==> config.mk <==
export PLATFORM = sky130hd
export DESIGN_NAME = slc3
export DESIGN_NICKNAME = d
export VERILOG_FILES = /design/src/slc3Pkg.sv /design/src/slc3.sv /design/src/testMemory.sv /design/src/mem2Io.sv /design/src/datapath.sv /design/src/isdu.sv
export VERILOG_INCLUDE_DIRS = /design/src
export SDC_FILE = /design/constraint.sdc
export NUM_CORES = 2
export LEC_CHECK = 0
export ABC_AREA = 1
export BUFFER_PORTS_ARGS = -buffer_cell sky130_fd_sc_hd__buf_4
export CORE_MARGIN = 5
export CORE_UTILIZATION = 45
export CTS_CLUSTER_SIZE = 28
export DETAILED_ROUTE_END_ITERATION = 10
export SLEW_MARGIN = 20
export SYNTH_ARGS = -nofsm -noshare
export SYNTH_HDL_FRONTEND = slang
export SYNTH_HIERARCHICAL = 1
export SYNTH_SLANG_ARGS = --single-unit
export TNS_END_PERCENT = 1
==> constraint.sdc <==
create_clock -name Clk -period 10.59 [get_ports Clk]
set_input_delay 0 -clock Clk [delete_from_list [all_inputs] [get_ports Clk]]
set_output_delay 0 -clock Clk [all_outputs]
set_load 0.05 [all_outputs]
==> src/slc3_config.svh <==
/*
  Build-wide constants for the SLC-3 core. Covers the word and memory widths,
  register count, memory depth and the memory-mapped IO address.
  Include this in any file that sizes ports or memories.
*/
`ifndef SLC3_CONFIG_SVH
`define SLC3_CONFIG_SVH

// Data word, also the width of every CPU register
`define SLC3_WORD_W 16
// Word address into the on-chip memory
`define SLC3_MEM_ADDR_W 6
`define SLC3_MEM_DEPTH 64
// General-purpose registers R0..R7
`define SLC3_REG_COUNT 8
// Switches on read, hex display latch on write
`define SLC3_IO_ADDR 16'hFFFF

`endif
==> src/slc3Pkg.sv <==
/*
  Shared enums for the SLC-3 core: opcodes, controller states and ALU
  functions. Import into the module body where the types are used.
*/
package slc3Pkg;

    // LC-3 opcode field IR[15:12], supported subset only
    typedef enum logic [3:0] {
        opBr    = 4'b0000,
        opAdd   = 4'b0001,
        opAnd   = 4'b0101,
        opLdr   = 4'b0110,
        opStr   = 4'b0111,
        opNot   = 4'b1001,
        opPause = 4'b1101
    } opcodeT;

    // Controller states
    typedef enum logic [4:0] {
        sHalted, sFetch1, sFetch2, sFetch3, sDecode,
        sAdd, sAnd, sNot, sBr, sBrTaken,
        sLdr1, sLdr2, sLdr3, sLdr4,
        sStr1, sStr2, sStr3,
        sPause1, sPause2
    } stateT;

    // ALU function select, aluPass forwards operand B
    typedef enum logic [1:0] {aluAdd, aluAnd, aluNot, aluPass} aluFuncT;

endpackage

==> src/slc3.sv <==
/*
  SLC-3 top level. Ties the controller, datapath, memory/IO bridge and
  on-chip program memory together; board pins are the only ports.
*/
`timescale 1ns/10ps
`include "slc3_config.svh"

module slc3 (
    input  logic                    Clk,
    input  logic                    rstN,
    input  logic                    Run,
    input  logic                    Continue,
    input  logic [`SLC3_WORD_W-1:0] Switches,
    output logic [11:0]             Led,
    output logic [6:0]              Hex0,
    output logic [6:0]              Hex1,
    output logic [6:0]              Hex2,
    output logic [6:0]              Hex3
);
    import slc3Pkg::*;

    // Controller to datapath
    logic ldMar, ldMdr, ldIr, ldBen, ldCc, ldReg, ldPc, ldLed;
    logic gatePc, gateMdr, gateAlu, gateMarmux;
    logic [1:0] pcMux;
    logic [1:0] addr2Mux;
    logic addr1Mux, sr2Mux, drMux;
    aluFuncT aluK;
    logic memOe, memWe;

    // Datapath to controller and bridge
    logic [`SLC3_WORD_W-1:0] ir, mar, mdr, dataToCpu;
    logic ben;

    // Bridge to memory
    logic [`SLC3_MEM_ADDR_W-1:0] memAddr;
    logic [`SLC3_WORD_W-1:0] memWrData, memRdData;
    logic memWeOut;

    isdu ctrl0 (.*);

    datapath dp0 (.*);

    mem2Io bridge0 (
        .Clk, .rstN, .Switches, .mar, .mdr, .memOe, .memWe, .memRdData,
        .dataToCpu, .memAddr, .memWrData, .memWeOut, .Hex0, .Hex1, .Hex2, .Hex3
    );

    testMemory mem0 (
        .Clk, .memAddr, .memWrData, .memWe(memWeOut), .memRdData
    );

endmodule

==> src/testMemory.sv <==
/*
  On-chip word memory with registered read data, preloaded with the
  demonstration program. Address bits above the depth are ignored.
*/
`timescale 1ns/10ps
`include "slc3_config.svh"

module testMemory (
    input  logic                        Clk,
    input  logic [`SLC3_MEM_ADDR_W-1:0] memAddr,
    input  logic [`SLC3_WORD_W-1:0]     memWrData,
    input  logic                        memWe,
    output logic [`SLC3_WORD_W-1:0]     memRdData
);
    logic [`SLC3_WORD_W-1:0] mem [`SLC3_MEM_DEPTH];

    // --------------------
    // Demonstration program, data area is zero
    initial begin
        for (int i = 0; i < `SLC3_MEM_DEPTH; i++) begin
            mem[i] = '0;
        end
        mem[0]  = 16'h623F;  // LDR R1, R0, #-1   switches
        mem[1]  = 16'h1441;  // ADD R2, R1, R1
        mem[2]  = 16'h967F;  // NOT R3, R1
        mem[3]  = 16'h5883;  // AND R4, R2, R3
        mem[4]  = 16'h783F;  // STR R4, R0, #-1   display
        mem[5]  = 16'hD005;  // PAUSE x005
        mem[6]  = 16'h1A65;  // ADD R5, R1, #5
        mem[7]  = 16'h0401;  // BRz #1
        mem[8]  = 16'h7A3F;  // STR R5, R0, #-1
        mem[9]  = 16'hD009;  // PAUSE x009
        // 0xFFE0 aliases to word 32
        mem[10] = 16'h7220;  // STR R1, R0, #-32
        mem[11] = 16'h6C20;  // LDR R6, R0, #-32
        mem[12] = 16'h9DBF;  // NOT R6, R6
        mem[13] = 16'h7C3F;  // STR R6, R0, #-1
        mem[14] = 16'hD00E;  // PAUSE x00E
        mem[15] = 16'h0FF0;  // BRnzp #-16
    end

    // Write first, read data one cycle after the address
    always_ff @(posedge Clk) begin
        if (memWe) begin
            mem[memAddr] <= memWrData;
        end
        memRdData <= mem[memAddr];
    end

endmodule

==> src/mem2Io.sv <==
/*
  Memory/IO bridge. Address 0xFFFF reads the switches and writes the hex
  display latch; all other addresses go to the on-chip memory.
*/
`timescale 1ns/10ps
`include "slc3_config.svh"

module mem2Io (
    input  logic                        Clk,
    input  logic                        rstN,
    input  logic [`SLC3_WORD_W-1:0]     Switches,
    input  logic [`SLC3_WORD_W-1:0]     mar,
    input  logic [`SLC3_WORD_W-1:0]     mdr,
    input  logic                        memOe,
    input  logic                        memWe,
    input  logic [`SLC3_WORD_W-1:0]     memRdData,
    output logic [`SLC3_WORD_W-1:0]     dataToCpu,
    output logic [`SLC3_MEM_ADDR_W-1:0] memAddr,
    output logic [`SLC3_WORD_W-1:0]     memWrData,
    output logic                        memWeOut,
    output logic [6:0]                  Hex0,
    output logic [6:0]                  Hex1,
    output logic [6:0]                  Hex2,
    output logic [6:0]                  Hex3
);
    logic isIo;
    logic [`SLC3_WORD_W-1:0] hexLatch;

    // Active-low segments, bit order gfedcba
    function automatic logic [6:0] segOf(input logic [3:0] nib);
        case (nib)
            4'h0: segOf = 7'b1000000;
            4'h1: segOf = 7'b1111001;
            4'h2: segOf = 7'b0100100;
            4'h3: segOf = 7'b0110000;
            4'h4: segOf = 7'b0011001;
            4'h5: segOf = 7'b0010010;
            4'h6: segOf = 7'b0000010;
            4'h7: segOf = 7'b1111000;
            4'h8: segOf = 7'b0000000;
            4'h9: segOf = 7'b0010000;
            4'hA: segOf = 7'b0001000;
            4'hB: segOf = 7'b0000011;
            4'hC: segOf = 7'b1000110;
            4'hD: segOf = 7'b0100001;
            4'hE: segOf = 7'b0000110;
            default: segOf = 7'b0001110;
        endcase
    endfunction

    assign isIo = (mar == `SLC3_IO_ADDR);

    // Read mux, idle bus reads as zero
    assign dataToCpu = !memOe ? '0 : isIo ? Switches : memRdData;

    // Memory only sees the low address bits; IO writes never reach it
    assign memAddr   = mar[`SLC3_MEM_ADDR_W-1:0];
    assign memWrData = mdr;
    assign memWeOut  = memWe && !isIo;

    always_ff @(posedge Clk) begin
        if (!rstN) begin
            hexLatch <= '0;
        end else if (memWe && isIo) begin
            hexLatch <= mdr;
        end
    end

    // Hex3 is the most significant digit
    assign Hex0 = segOf(hexLatch[3:0]);
    assign Hex1 = segOf(hexLatch[7:4]);
    assign Hex2 = segOf(hexLatch[11:8]);
    assign Hex3 = segOf(hexLatch[15:12]);

endmodule

==> src/datapath.sv <==
/*
  SLC-3 datapath. Register file, PC, IR, MAR, MDR, nzp flags and LED
  register share one gated bus; ALU and address adder feed that bus.
*/
`timescale 1ns/10ps
`include "slc3_config.svh"

module datapath (
    input  logic                    Clk,
    input  logic                    rstN,
    input  logic                    ldMar,
    input  logic                    ldMdr,
    input  logic                    ldIr,
    input  logic                    ldBen,
    input  logic                    ldCc,
    input  logic                    ldReg,
    input  logic                    ldPc,
    input  logic                    ldLed,
    input  logic                    gatePc,
    input  logic                    gateMdr,
    input  logic                    gateAlu,
    input  logic                    gateMarmux,
    input  logic [1:0]              pcMux,
    input  logic                    addr1Mux,
    input  logic [1:0]              addr2Mux,
    input  logic                    sr2Mux,
    input  logic                    drMux,
    input  slc3Pkg::aluFuncT        aluK,
    input  logic                    memOe,
    input  logic [`SLC3_WORD_W-1:0] dataToCpu,
    output logic [`SLC3_WORD_W-1:0] ir,
    output logic                    ben,
    output logic [`SLC3_WORD_W-1:0] mar,
    output logic [`SLC3_WORD_W-1:0] mdr,
    output logic [11:0]             Led
);
    import slc3Pkg::*;

    localparam int W = `SLC3_WORD_W;
    localparam int RegIdxW = $clog2(`SLC3_REG_COUNT);

    logic [W-1:0] regFile [`SLC3_REG_COUNT];
    logic [W-1:0] pc, bus, mdrGate;
    logic [W-1:0] aluA, aluB, aluOut;
    logic [W-1:0] addr1, addr2, addrSum;
    logic [RegIdxW-1:0] sr1, sr2, dr;
    logic [2:0] nzp;
    opcodeT opcode;

    // --------------------
    // Register selects from IR
    assign opcode = opcodeT'(ir[15:12]);
    assign sr1    = ir[8:6];
    // STR reads its source register through the second read port
    assign sr2    = (opcode == opStr) ? ir[11:9] : ir[2:0];
    // drMux set targets R7
    assign dr     = drMux ? {RegIdxW{1'b1}} : ir[11:9];

    // ALU, operand B is register or sign-extended imm5
    assign aluA = regFile[sr1];
    assign aluB = sr2Mux ? {{(W-5){ir[4]}}, ir[4:0]} : regFile[sr2];

    always_comb begin
        case (aluK)
            aluAdd:  aluOut = aluA + aluB;
            aluAnd:  aluOut = aluA & aluB;
            aluNot:  aluOut = ~aluA;
            default: aluOut = aluB;
        endcase
    end

    // Address adder, base is PC or BaseR
    assign addr1 = addr1Mux ? aluA : pc;
    always_comb begin
        case (addr2Mux)
            2'd0:    addr2 = '0;
            2'd1:    addr2 = {{(W-6){ir[5]}}, ir[5:0]};
            2'd2:    addr2 = {{(W-9){ir[8]}}, ir[8:0]};
            default: addr2 = {{(W-11){ir[10]}}, ir[10:0]};
        endcase
    end
    assign addrSum = addr1 + addr2;

    // --------------------
    // Bus; MDR gate forwards read data in the cycle MDR loads it
    assign mdrGate = memOe ? dataToCpu : mdr;
    always_comb begin
        bus = '0;
        if (gatePc) bus = pc;
        else if (gateMdr) bus = mdrGate;
        else if (gateAlu) bus = aluOut;
        else if (gateMarmux) bus = addrSum;
    end

    always_ff @(posedge Clk) begin
        if (!rstN) begin
            pc  <= '0;
            ir  <= '0;
            mar <= '0;
            mdr <= '0;
            nzp <= 3'b010;
            ben <= 1'b0;
            Led <= '0;
        end else begin
            if (ldPc) begin
                case (pcMux)
                    2'd0:    pc <= pc + 1'b1;
                    2'd1:    pc <= bus;
                    default: pc <= addrSum;
                endcase
            end
            if (ldIr) ir <= bus;
            if (ldMar) mar <= bus;
            if (ldMdr) mdr <= memOe ? dataToCpu : bus;
            // Flags follow whatever is on the bus
            if (ldCc) nzp <= {bus[W-1], bus == '0, !bus[W-1] && bus != '0};
            if (ldBen) ben <= |(ir[11:9] & nzp);
            // PAUSE code
            if (ldLed) Led <= ir[11:0];
        end
    end

    always_ff @(posedge Clk) begin
        if (!rstN) begin
            for (int i = 0; i < `SLC3_REG_COUNT; i++) begin
                regFile[i] <= '0;
            end
        end else if (ldReg) begin
            regFile[dr] <= bus;
        end
    end

    // Bus contention between the four gated sources
    assert property (@(posedge Clk) disable iff (!rstN)
        $onehot0({gatePc, gateMdr, gateAlu, gateMarmux}));

endmodule

==> src/isdu.sv <==
/*
  Control FSM for the SLC-3. Sequences fetch, decode and per-opcode execute
  states and drives all loads, bus gates, mux selects and memory strobes.
*/
`timescale 1ns/10ps
`include "slc3_config.svh"

module isdu (
    input  logic                    Clk,
    input  logic                    rstN,
    input  logic                    Run,
    input  logic                    Continue,
    input  logic [`SLC3_WORD_W-1:0] ir,
    input  logic                    ben,
    output logic                    ldMar,
    output logic                    ldMdr,
    output logic                    ldIr,
    output logic                    ldBen,
    output logic                    ldCc,
    output logic                    ldReg,
    output logic                    ldPc,
    output logic                    ldLed,
    output logic                    gatePc,
    output logic                    gateMdr,
    output logic                    gateAlu,
    output logic                    gateMarmux,
    output logic [1:0]              pcMux,
    output logic                    addr1Mux,
    output logic [1:0]              addr2Mux,
    output logic                    sr2Mux,
    output logic                    drMux,
    output slc3Pkg::aluFuncT        aluK,
    output logic                    memOe,
    output logic                    memWe
);
    import slc3Pkg::*;

    stateT  state;
    stateT  nextState;
    opcodeT opcode;

    assign opcode = opcodeT'(ir[15:12]);

    always_ff @(posedge Clk) begin
        if (!rstN) begin
            state <= sHalted;
        end else begin
            state <= nextState;
        end
    end

    // --------------------
    // Next state
    always_comb begin
        nextState = sFetch1;
        case (state)
            sHalted:  nextState = Run ? sFetch1 : sHalted;
            sFetch1:  nextState = sFetch2;
            sFetch2:  nextState = sFetch3;
            sFetch3:  nextState = sDecode;
            sDecode: begin
                case (opcode)
                    opAdd:   nextState = sAdd;
                    opAnd:   nextState = sAnd;
                    opNot:   nextState = sNot;
                    opBr:    nextState = sBr;
                    opLdr:   nextState = sLdr1;
                    opStr:   nextState = sStr1;
                    opPause: nextState = sPause1;
                    // Unsupported opcode is skipped
                    default: nextState = sFetch1;
                endcase
            end
            sBr:      nextState = ben ? sBrTaken : sFetch1;
            sLdr1:    nextState = sLdr2;
            sLdr2:    nextState = sLdr3;
            sLdr3:    nextState = sLdr4;
            sStr1:    nextState = sStr2;
            sStr2:    nextState = sStr3;
            // Hold until Continue is pressed, then until released
            sPause1:  nextState = Continue ? sPause2 : sPause1;
            sPause2:  nextState = Continue ? sPause2 : sFetch1;
            default:  nextState = sFetch1;
        endcase
    end

    // --------------------
    // Control outputs default to idle
    always_comb begin
        {ldMar, ldMdr, ldIr, ldBen, ldCc, ldReg, ldPc, ldLed} = '0;
        {gatePc, gateMdr, gateAlu, gateMarmux} = '0;
        {memOe, memWe} = '0;
        pcMux    = 2'd0;
        addr1Mux = 1'b0;
        addr2Mux = 2'd0;
        sr2Mux   = 1'b0;
        drMux    = 1'b0;
        aluK     = aluPass;
        case (state)
            // MAR <- PC, PC <- PC + 1, read starts
            sFetch1: {gatePc, ldMar, ldPc, memOe} = '1;
            sFetch2: memOe = 1'b1;
            // Read data lands in MDR and IR together
            sFetch3: {memOe, ldMdr, gateMdr, ldIr} = '1;
            // Latch BEN; stage the STR source register in MDR
            sDecode: {ldBen, gateAlu, ldMdr} = '1;
            sAdd, sAnd, sNot: begin
                {gateAlu, ldReg, ldCc} = '1;
                aluK   = (state == sAdd) ? aluAdd : (state == sAnd) ? aluAnd : aluNot;
                // IR[5] picks the imm5 form
                sr2Mux = ir[5];
            end
            // PC <- PC + PCoffset9
            sBrTaken: begin
                ldPc     = 1'b1;
                pcMux    = 2'd2;
                addr2Mux = 2'd2;
            end
            // MAR <- BaseR + offset6
            sLdr1, sStr1: begin
                {gateMarmux, ldMar} = '1;
                addr1Mux = 1'b1;
                addr2Mux = 2'd1;
            end
            sLdr2, sLdr3: memOe = 1'b1;
            sLdr4: {memOe, ldMdr, gateMdr, ldReg, ldCc} = '1;
            sStr2, sStr3: memWe = 1'b1;
            sPause1: ldLed = 1'b1;
            default: ;
        endcase
    end

    // The bridge and memory rely on one strobe at a time
    assert property (@(posedge Clk) disable iff (!rstN) !(memOe && memWe));
    // Only one source may drive the datapath bus
    assert property (@(posedge Clk) disable iff (!rstN)
        $onehot0({gatePc, gateMdr, gateAlu, gateMarmux}));

endmodule

### Word-level counts from Yosys, hierarchy flattened

Memory sizes are Yosys's and may differ from the RTL's. A register that Yosys moved wholly into a read port is not among the register bits.
Cells that the tools add are included.

* add/subtract/negate cells: 3
* equal/unequal tests: 30
* mux-type cells: 57
* bitwise gates (word level): 3
* reduce and logical (&&, ||, !) cells: 24

Operators with widths (number)
* $mux W16: 10
* $pmux W16 S3: 2
* $pmux W5 S13: 1
* $eq A5 B4 Y1 const B: 8
* $mux W4: 9
* $pmux W5 S7: 1
* $add A16 B16 Y16: 2
* $pmux W16 S2: 1
* $mux W1: 22
* $eq A5 B3 Y1 const B: 4
* $add A16 B1 Y16 const B: 1
* $and A16 B16 Y16: 1
* $eq A16 B16 Y1 const B: 1
* $logic_not A16 Y1: 1
* $not A16 Y16: 1
* $reduce_bool A16 Y1: 1
* $reduce_or A16 Y1: 1
* $eq A5 B5 Y1 const B: 3
* $eq A4 B3 Y1 const B: 3
* $mux W3: 4
* $reduce_or A3 Y1: 4
* $eq A5 B2 Y1 const B: 2
* $mux W2: 5
* $eq A4 B4 Y1 const B: 2
* other kinds (15): 27

* register bits after elaboration: 101
* memory bits (writable): 1152
* memory bits (read-only): 448
* input bits: 20
* output and inout port bits: 40
* logic and storage cells: 132
* memories: 6

Memories
* mem0.mem: words 64, width 16, rd ports 1, clocked after memory_dff 1, wr ports 1, RTL line testMemory.sv:15 `` logic [`SLC3_WORD_W-1:0] mem [`SLC3_MEM_DEPTH]; ``
* dp0.regFile: words 8, width 16, rd ports 2, clocked after memory_dff 1, wr ports 8, RTL line datapath.sv:42 `` logic [W-1:0] regFile [`SLC3_REG_COUNT]; ``
* (name not given): words 16, width 7, rd ports 1, clocked after memory_dff 1, wr ports 0, RTL line mem2Io.sv:31 `case (nib)`
* (name not given): words 16, width 7, rd ports 1, clocked after memory_dff 1, wr ports 0, RTL line mem2Io.sv:31
* (name not given): words 16, width 7, rd ports 1, clocked after memory_dff 1, wr ports 0, RTL line mem2Io.sv:31
* (name not given): words 16, width 7, rd ports 1, clocked after memory_dff 1, wr ports 0, RTL line mem2Io.sv:31

### Logic depth before layout (Yosys ltp)

* depth after elaboration: 12
* depth in mapped cells: 35
* depth with buffers taken out: 34

### Hierarchy

Netlist, hierarchy kept.

Modules (own cells, without submodules)
* testMemory: instances 1, cells an instance 4256, area each 43569.3 sq um, seq. area each 31069.8 sq um
* datapath: instances 1, cells an instance 1994, area each 13688.1 sq um, seq. area each 5505.3 sq um
* mem2Io: instances 1, cells an instance 474, area each 3050.4 sq um, seq. area each 880.8 sq um
* isdu: instances 1, cells an instance 117, area each 631.9 sq um, seq. area each 100.1 sq um

### Worst setup path before layout

Ideal clock, no wire load.

* kind: register -> register
* start point: register ctrl0.state[2]
* end point: memory mem0/mem[40][0] in the netlist's numbering, enable pin
* setup time: 0.430 ns
* arrival time: 3.710 ns
* data required time: 10.160 ns
* slack: 6.449 ns
* cell stages (with the launch flop): 10
* buffers on the path: 2
* period minus slack after synthesis: 4.141 ns
* cells stage by stage: dfxtp_1 > nor2_2 > inv_1 > o31ai_1 > clkbuf_1 > inv_1 > nor2_1 > clkbuf_1 > inv_1 > nor4_1

* longest elaborated chain between the ends: 6
* elaborated cells between the ends (all ways): 7
* classes of those cells: eq/ne: 2; mux: 3; reduce/logical: 2

RTL lines
* from (decl): RTL line isdu.sv:38 `stateT state;`
* from (signal assigned): RTL line isdu.sv:46 `state <= sHalted;`
* from (signal assigned): RTL line isdu.sv:48 `state <= nextState;`
* $eq A5 B4 Y1 or $eq A5 B5 Y1 (tied branches): RTL line isdu.sv:99 `case (state)`
* $reduce_or A2 Y1 *: RTL line isdu.sv:99
* $mux W1 *: RTL line isdu.sv:99
* via memWe: RTL line slc3.sv:29 `logic memOe, memWe;`
* $logic_and A1 B1 Y1 *: RTL line mem2Io.sv:59 `assign memWeOut = memWe && !isIo;`
* via memWeOut: RTL line slc3.sv:38 `logic memWeOut;`
* $mux W1 *: RTL line testMemory.sv:44 `if (memWe) begin`
* $mux W1 (not written as such) *: RTL line testMemory.sv:45 `mem[memAddr] <= memWrData;`
* to (decl): RTL line testMemory.sv:15

The timed path passes the listed nets; every way through them passes the cells marked *.

==> metrics.log <==
INFO  metric dp_hpwl = roughly 110000 um
INFO  metric gp_congestion = 0.943
INFO  metric via_density_per_instance = around 5.3
INFO  metric yosys_warnings = 6
INFO  metric fin_max_slew_vios = 0
INFO  metric hold_path_class = input pin to flop
INFO  metric startpoint_of_the_lowest_slack_hold_path = Continue
INFO  metric detailed_place.area = 0.0629 mm2
INFO  metric pwr-share-clk = 0.302
INFO  metric seq_power_share = 0.396
INFO  metric synthesis.area_per_instance = 8.91 um2
INFO  metric synth_cells = approximately 7000
INFO  metric power_switching = 6.15 mW
INFO  metric dominantRegCellSynth = sky130_fd_sc_hd__edfxtp_1
INFO  metric groute.layer.met1.usage = 0.331
INFO  metric netlist_area = 0.0609 mm2
INFO  metric layout.cell_area.non_filler = 0.0677 mm2
INFO  metric global_route.usage.total = 0.254
INFO  metric max_slew.worst_pin.slew = 1.20 ns
INFO  metric layout.cells.most_common_list = sky130_fd_sc_hd__nand2_1 (3574), sky130_fd_sc_hd__edfxtp_1 (1152), sky130_fd_sc_hd__nor2_1 (414)
INFO  metric ctsResizeCount = 0
INFO  metric initial_utilization = 0.452
INFO  metric fin_worst_skew = 0.0425 ns
INFO  metric pin_count = 60
INFO  metric synth_edf_count = 1152
INFO  metric holdBufCountCts = 23
INFO  metric netlist-cell-type-count = 54
INFO  metric flop_and_latch_count_out_of_synthesis = 1300
INFO  metric use_met2 = 0.426
INFO  metric syn_to_final_growth = 11.1%
INFO  metric grt_pass1_vias = 43960
INFO  metric worst-endpoint-required = 11.27 ns
INFO  metric grt_setup_unrepaired = false
INFO  metric critPathCaptureType = flop
INFO  metric global_route.overflow_total = 0
INFO  metric detail-route-antenna-nets = 0
INFO  metric initialDrtViolationCount = about 4500
INFO  metric fmaxAchievable = 181 MHz
INFO  metric die_area = 0.143 mm2
INFO  metric clock_tree.buffer_depth = 3
INFO  metric worst-path-max-fanout = 65
INFO  metric cts_setup_buffers = 0
INFO  metric place.port_buffers = 59
INFO  metric report.final.hold_viol_count = 0
INFO  metric core-area = 0.135 mm2
INFO  metric worstSkewPairLatency = about 0.77 ns
INFO  metric clk_pin_slew = roughly 0.060 ns
INFO  metric maxSlewHeadroom = 0.199
INFO  metric cell_internal_pwr = 9.92 mW
INFO  metric grtUsageMet3 = 0.0341
INFO  metric arrival = between 6 and 7 ns
INFO  metric grt_antenna_before_repair = 3
INFO  metric tritoncts.num_buffers = about 140
INFO  metric cp-start-kind = flop
INFO  metric pwr_density_cell = 237 mW/mm2
INFO  metric busiest_layer = met2
INFO  metric share_of_post_route_cells_with_drive_strength_above_1 = 0.0706
INFO  metric async_flop_share = 0
INFO  metric fp-row-count = 135
INFO  metric clock-root-buffer = sky130_fd_sc_hd__clkbuf_16
INFO  metric remaining_drc_errors = 0
INFO  metric ir_worst_vdd = 0.000191 V
INFO  metric share_of_the_clock_period_used_by_the_worst_path = 0.520
INFO  metric timing.final.crit_period = 5.51 ns
INFO  metric die_width = 378 um
INFO  metric p_total = 16.1 mW
INFO  metric grt_start_max_net_pins = 202
INFO  metric final_common_cell = sky130_fd_sc_hd__nand2_1
INFO  metric drt_pre_antenna_iters = 8
INFO  metric clock_sinks = 1300
INFO  metric clock_tree.htree_level_count = 4
INFO  metric register_area_share_after_synthesis = 0.616
INFO  metric post_drt_wl_per_cell = between 20 and 25 um
INFO  metric wl = 184000 um
INFO  metric worst-setup-path-type = flop to flop
INFO  metric comb_power_share = 0.303
INFO  metric design.final.nets = 6923
INFO  metric chipHeight = roughly 380 um
INFO  metric tritoncts = built
INFO  metric switching_share = 0.383
INFO  metric grt_first_pass_wirelength = 274000 um
INFO  metric run_status = finished, final reports clean
INFO  metric fin_setup_tns = 0 ns
INFO  metric cap_viol_max_count = 0
INFO  metric final-setup-viol-count = 0
INFO  metric static-leakage-power = 29.0 nW
INFO  metric dr_total_vias = 46483
registers in the layout, indices dropped and copies added, names as in the netlist, 16 cells and up, named ones only:
register,flops
dp0/regFile,128
dp0/pc,16
bridge0/hexLatch,16
mem0/mem,1024
mem0/memRdData,16
dp0/ir,16
dp0/mdr,16
dp0/mar,16
Yosys cell counts, types with 4 or more instances:
library cell | count | area, um2
sky130_fd_sc_hd__nor4_1 | 4 | 25.0
sky130_fd_sc_hd__buf_6 | 13 | 146
sky130_fd_sc_hd__a41oi_1 | 11 | 96.3
sky130_fd_sc_hd__buf_4 | 47 | 353
sky130_fd_sc_hd__dfxtp_1 | 148 | 2960
sky130_fd_sc_hd__buf_1 | 21 | 78.8
sky130_fd_sc_hd__o21bai_1 | 5 | 37.5
sky130_fd_sc_hd__o211ai_1 | 32 | 240
sky130_fd_sc_hd__nand2_4 | 6 | 67.6
sky130_fd_sc_hd__nor2_2 | 4 | 25.0
sky130_fd_sc_hd__nand3b_1 | 5 | 37.5
sky130_fd_sc_hd__nor3_1 | 24 | 120
sky130_fd_sc_hd__a31oi_1 | 27 | 169
sky130_fd_sc_hd__nand4_1 | 28 | 175
sky130_fd_sc_hd__nor3_4 | 7 | 114
sky130_fd_sc_hd__nand3_2 | 7 | 70.1
sky130_fd_sc_hd__a21oi_1 | 78 | 390
sky130_fd_sc_hd__inv_2 | 36 | 135
sky130_fd_sc_hd__o21ai_0 | 196 | 981
sky130_fd_sc_hd__nand2_1 | 3574 | 13400
sky130_fd_sc_hd__edfxtp_1 | 1152 | 34600
sky130_fd_sc_hd__ha_1 | 57 | 713
sky130_fd_sc_hd__o21ai_1 | 14 | 70.1
sky130_fd_sc_hd__or2_2 | 10 | 62.6
sky130_fd_sc_hd__o22ai_1 | 11 | 68.8
sky130_fd_sc_hd__buf_2 | 138 | 691
sky130_fd_sc_hd__nor2_1 | 414 | 1550
sky130_fd_sc_hd__nand3_1 | 295 | 1480
sky130_fd_sc_hd__o21a_1 | 5 | 37.5
sky130_fd_sc_hd__xor2_1 | 7 | 61.3
sky130_fd_sc_hd__inv_1 | 283 | 1060
sky130_fd_sc_hd__clkinv_1 | 6 | 22.5
sky130_fd_sc_hd__nand2_2 | 16 | 100
sky130_fd_sc_hd__xnor2_1 | 4 | 35.0
sky130_fd_sc_hd__clkbuf_1 | 124 | 465
power by group through the flow:
stage	registers [mW]	logic [mW]	clock network [mW]
final	6.36	4.87	4.85
after global routing	6.39	5.37	5.16
after CTS	6.36	4.84	4.95
after detailed placement	6.46	4.81	0
after global placement	6.46	4.79	0
after floorplan	6.12	3.38	0
cell families (layout without fill, tap and decap cells):
logic type	Yosys count	count (layout)	share of synthesized area
AND/OR/NAND/NOR	4406	4406	0.285
flip-flops	1300	1300	0.616
AO/OA/AOI/OAI	392	392	0.0362
buffers and inverters	672	787	0.0488
other	1	4	0.0000615
XOR/XNOR	11	11	0.00158
adder cells (fa/ha/maj)	59	59	0.0124
final timing paths:
check	depth (start not counted)	endpoint	slack [ns]
max	22	dp0/mdr[14]$_SDFFE_PN0P_	5.08
min	6	ctrl0/state[1]$_SDFF_PN0_	0.18
max reg2reg	22	dp0/mdr[14]$_SDFFE_PN0P_	5.08
min reg2reg	2	dp0/nzp[0]$_SDFFE_PN0P_	0.49
stage by stage:
step,hold WS [ns],std cells,utilization,setup slack (ns)
after floorplan,0.0976,6842,-,6.45
after global placement,0.326,8456,0.466,5.51
after detailed placement,0.336,8456,0.466,5.49
after CTS,0.118,8738,0.501,5.21
after global routing,0.161,8739,0.501,4.64
final,0.177,8740,0.501,5.08
layout make-up:
| type | instances | area, um2 |
|---|---|---|
| fillers | 12397 | 67300 |
| flip-flops and latches | 1300 | 37600 |
| multi-input cells | 4870 | 20400 |
| clock buffers | 191 | 3830 |
| well taps | 1781 | 2230 |
| repair buffers | 199 | 1590 |
| inverters | 329 | 1260 |
| clock inverters | 68 | 709 |
| diodes | 2 | 5.00 |
layer usage:
metal  vias to the layer above  part of all wire
met2                      1656              0.48
met3                       393             0.063
li1                      22189                 -
met4                         0             0.047
met1                     22245              0.41
met5                         -                 0
critical path: stages (launching register included):
cell	delay (ns)
sky130_fd_sc_hd__dfxtp_2	0.31
sky130_fd_sc_hd__buf_4	0.55
sky130_fd_sc_hd__inv_2	0.66
sky130_fd_sc_hd__o21ai_0	0.36
sky130_fd_sc_hd__o21ai_0	0.13
sky130_fd_sc_hd__o21ai_1	0.65
sky130_fd_sc_hd__o21ai_0	0.17
sky130_fd_sc_hd__ha_1	0.37
sky130_fd_sc_hd__a21o_1	0.20
sky130_fd_sc_hd__a21oi_1	0.11
sky130_fd_sc_hd__nand3_1	0.16
sky130_fd_sc_hd__nand3_1	0.12
sky130_fd_sc_hd__nand2_1	0.06
sky130_fd_sc_hd__nand2_1	0.08
sky130_fd_sc_hd__nand3_1	0.10
sky130_fd_sc_hd__nand2_1	0.10
sky130_fd_sc_hd__inv_1	0.07
sky130_fd_sc_hd__nand2_1	0.09
sky130_fd_sc_hd__nand2_1	0.07
sky130_fd_sc_hd__nand2_2	0.14
sky130_fd_sc_hd__nand2_1	0.11
sky130_fd_sc_hd__a31oi_1	0.17
sky130_fd_sc_hd__dlygate4sd3_1	0.57
(Power assumes the default switching activity.)
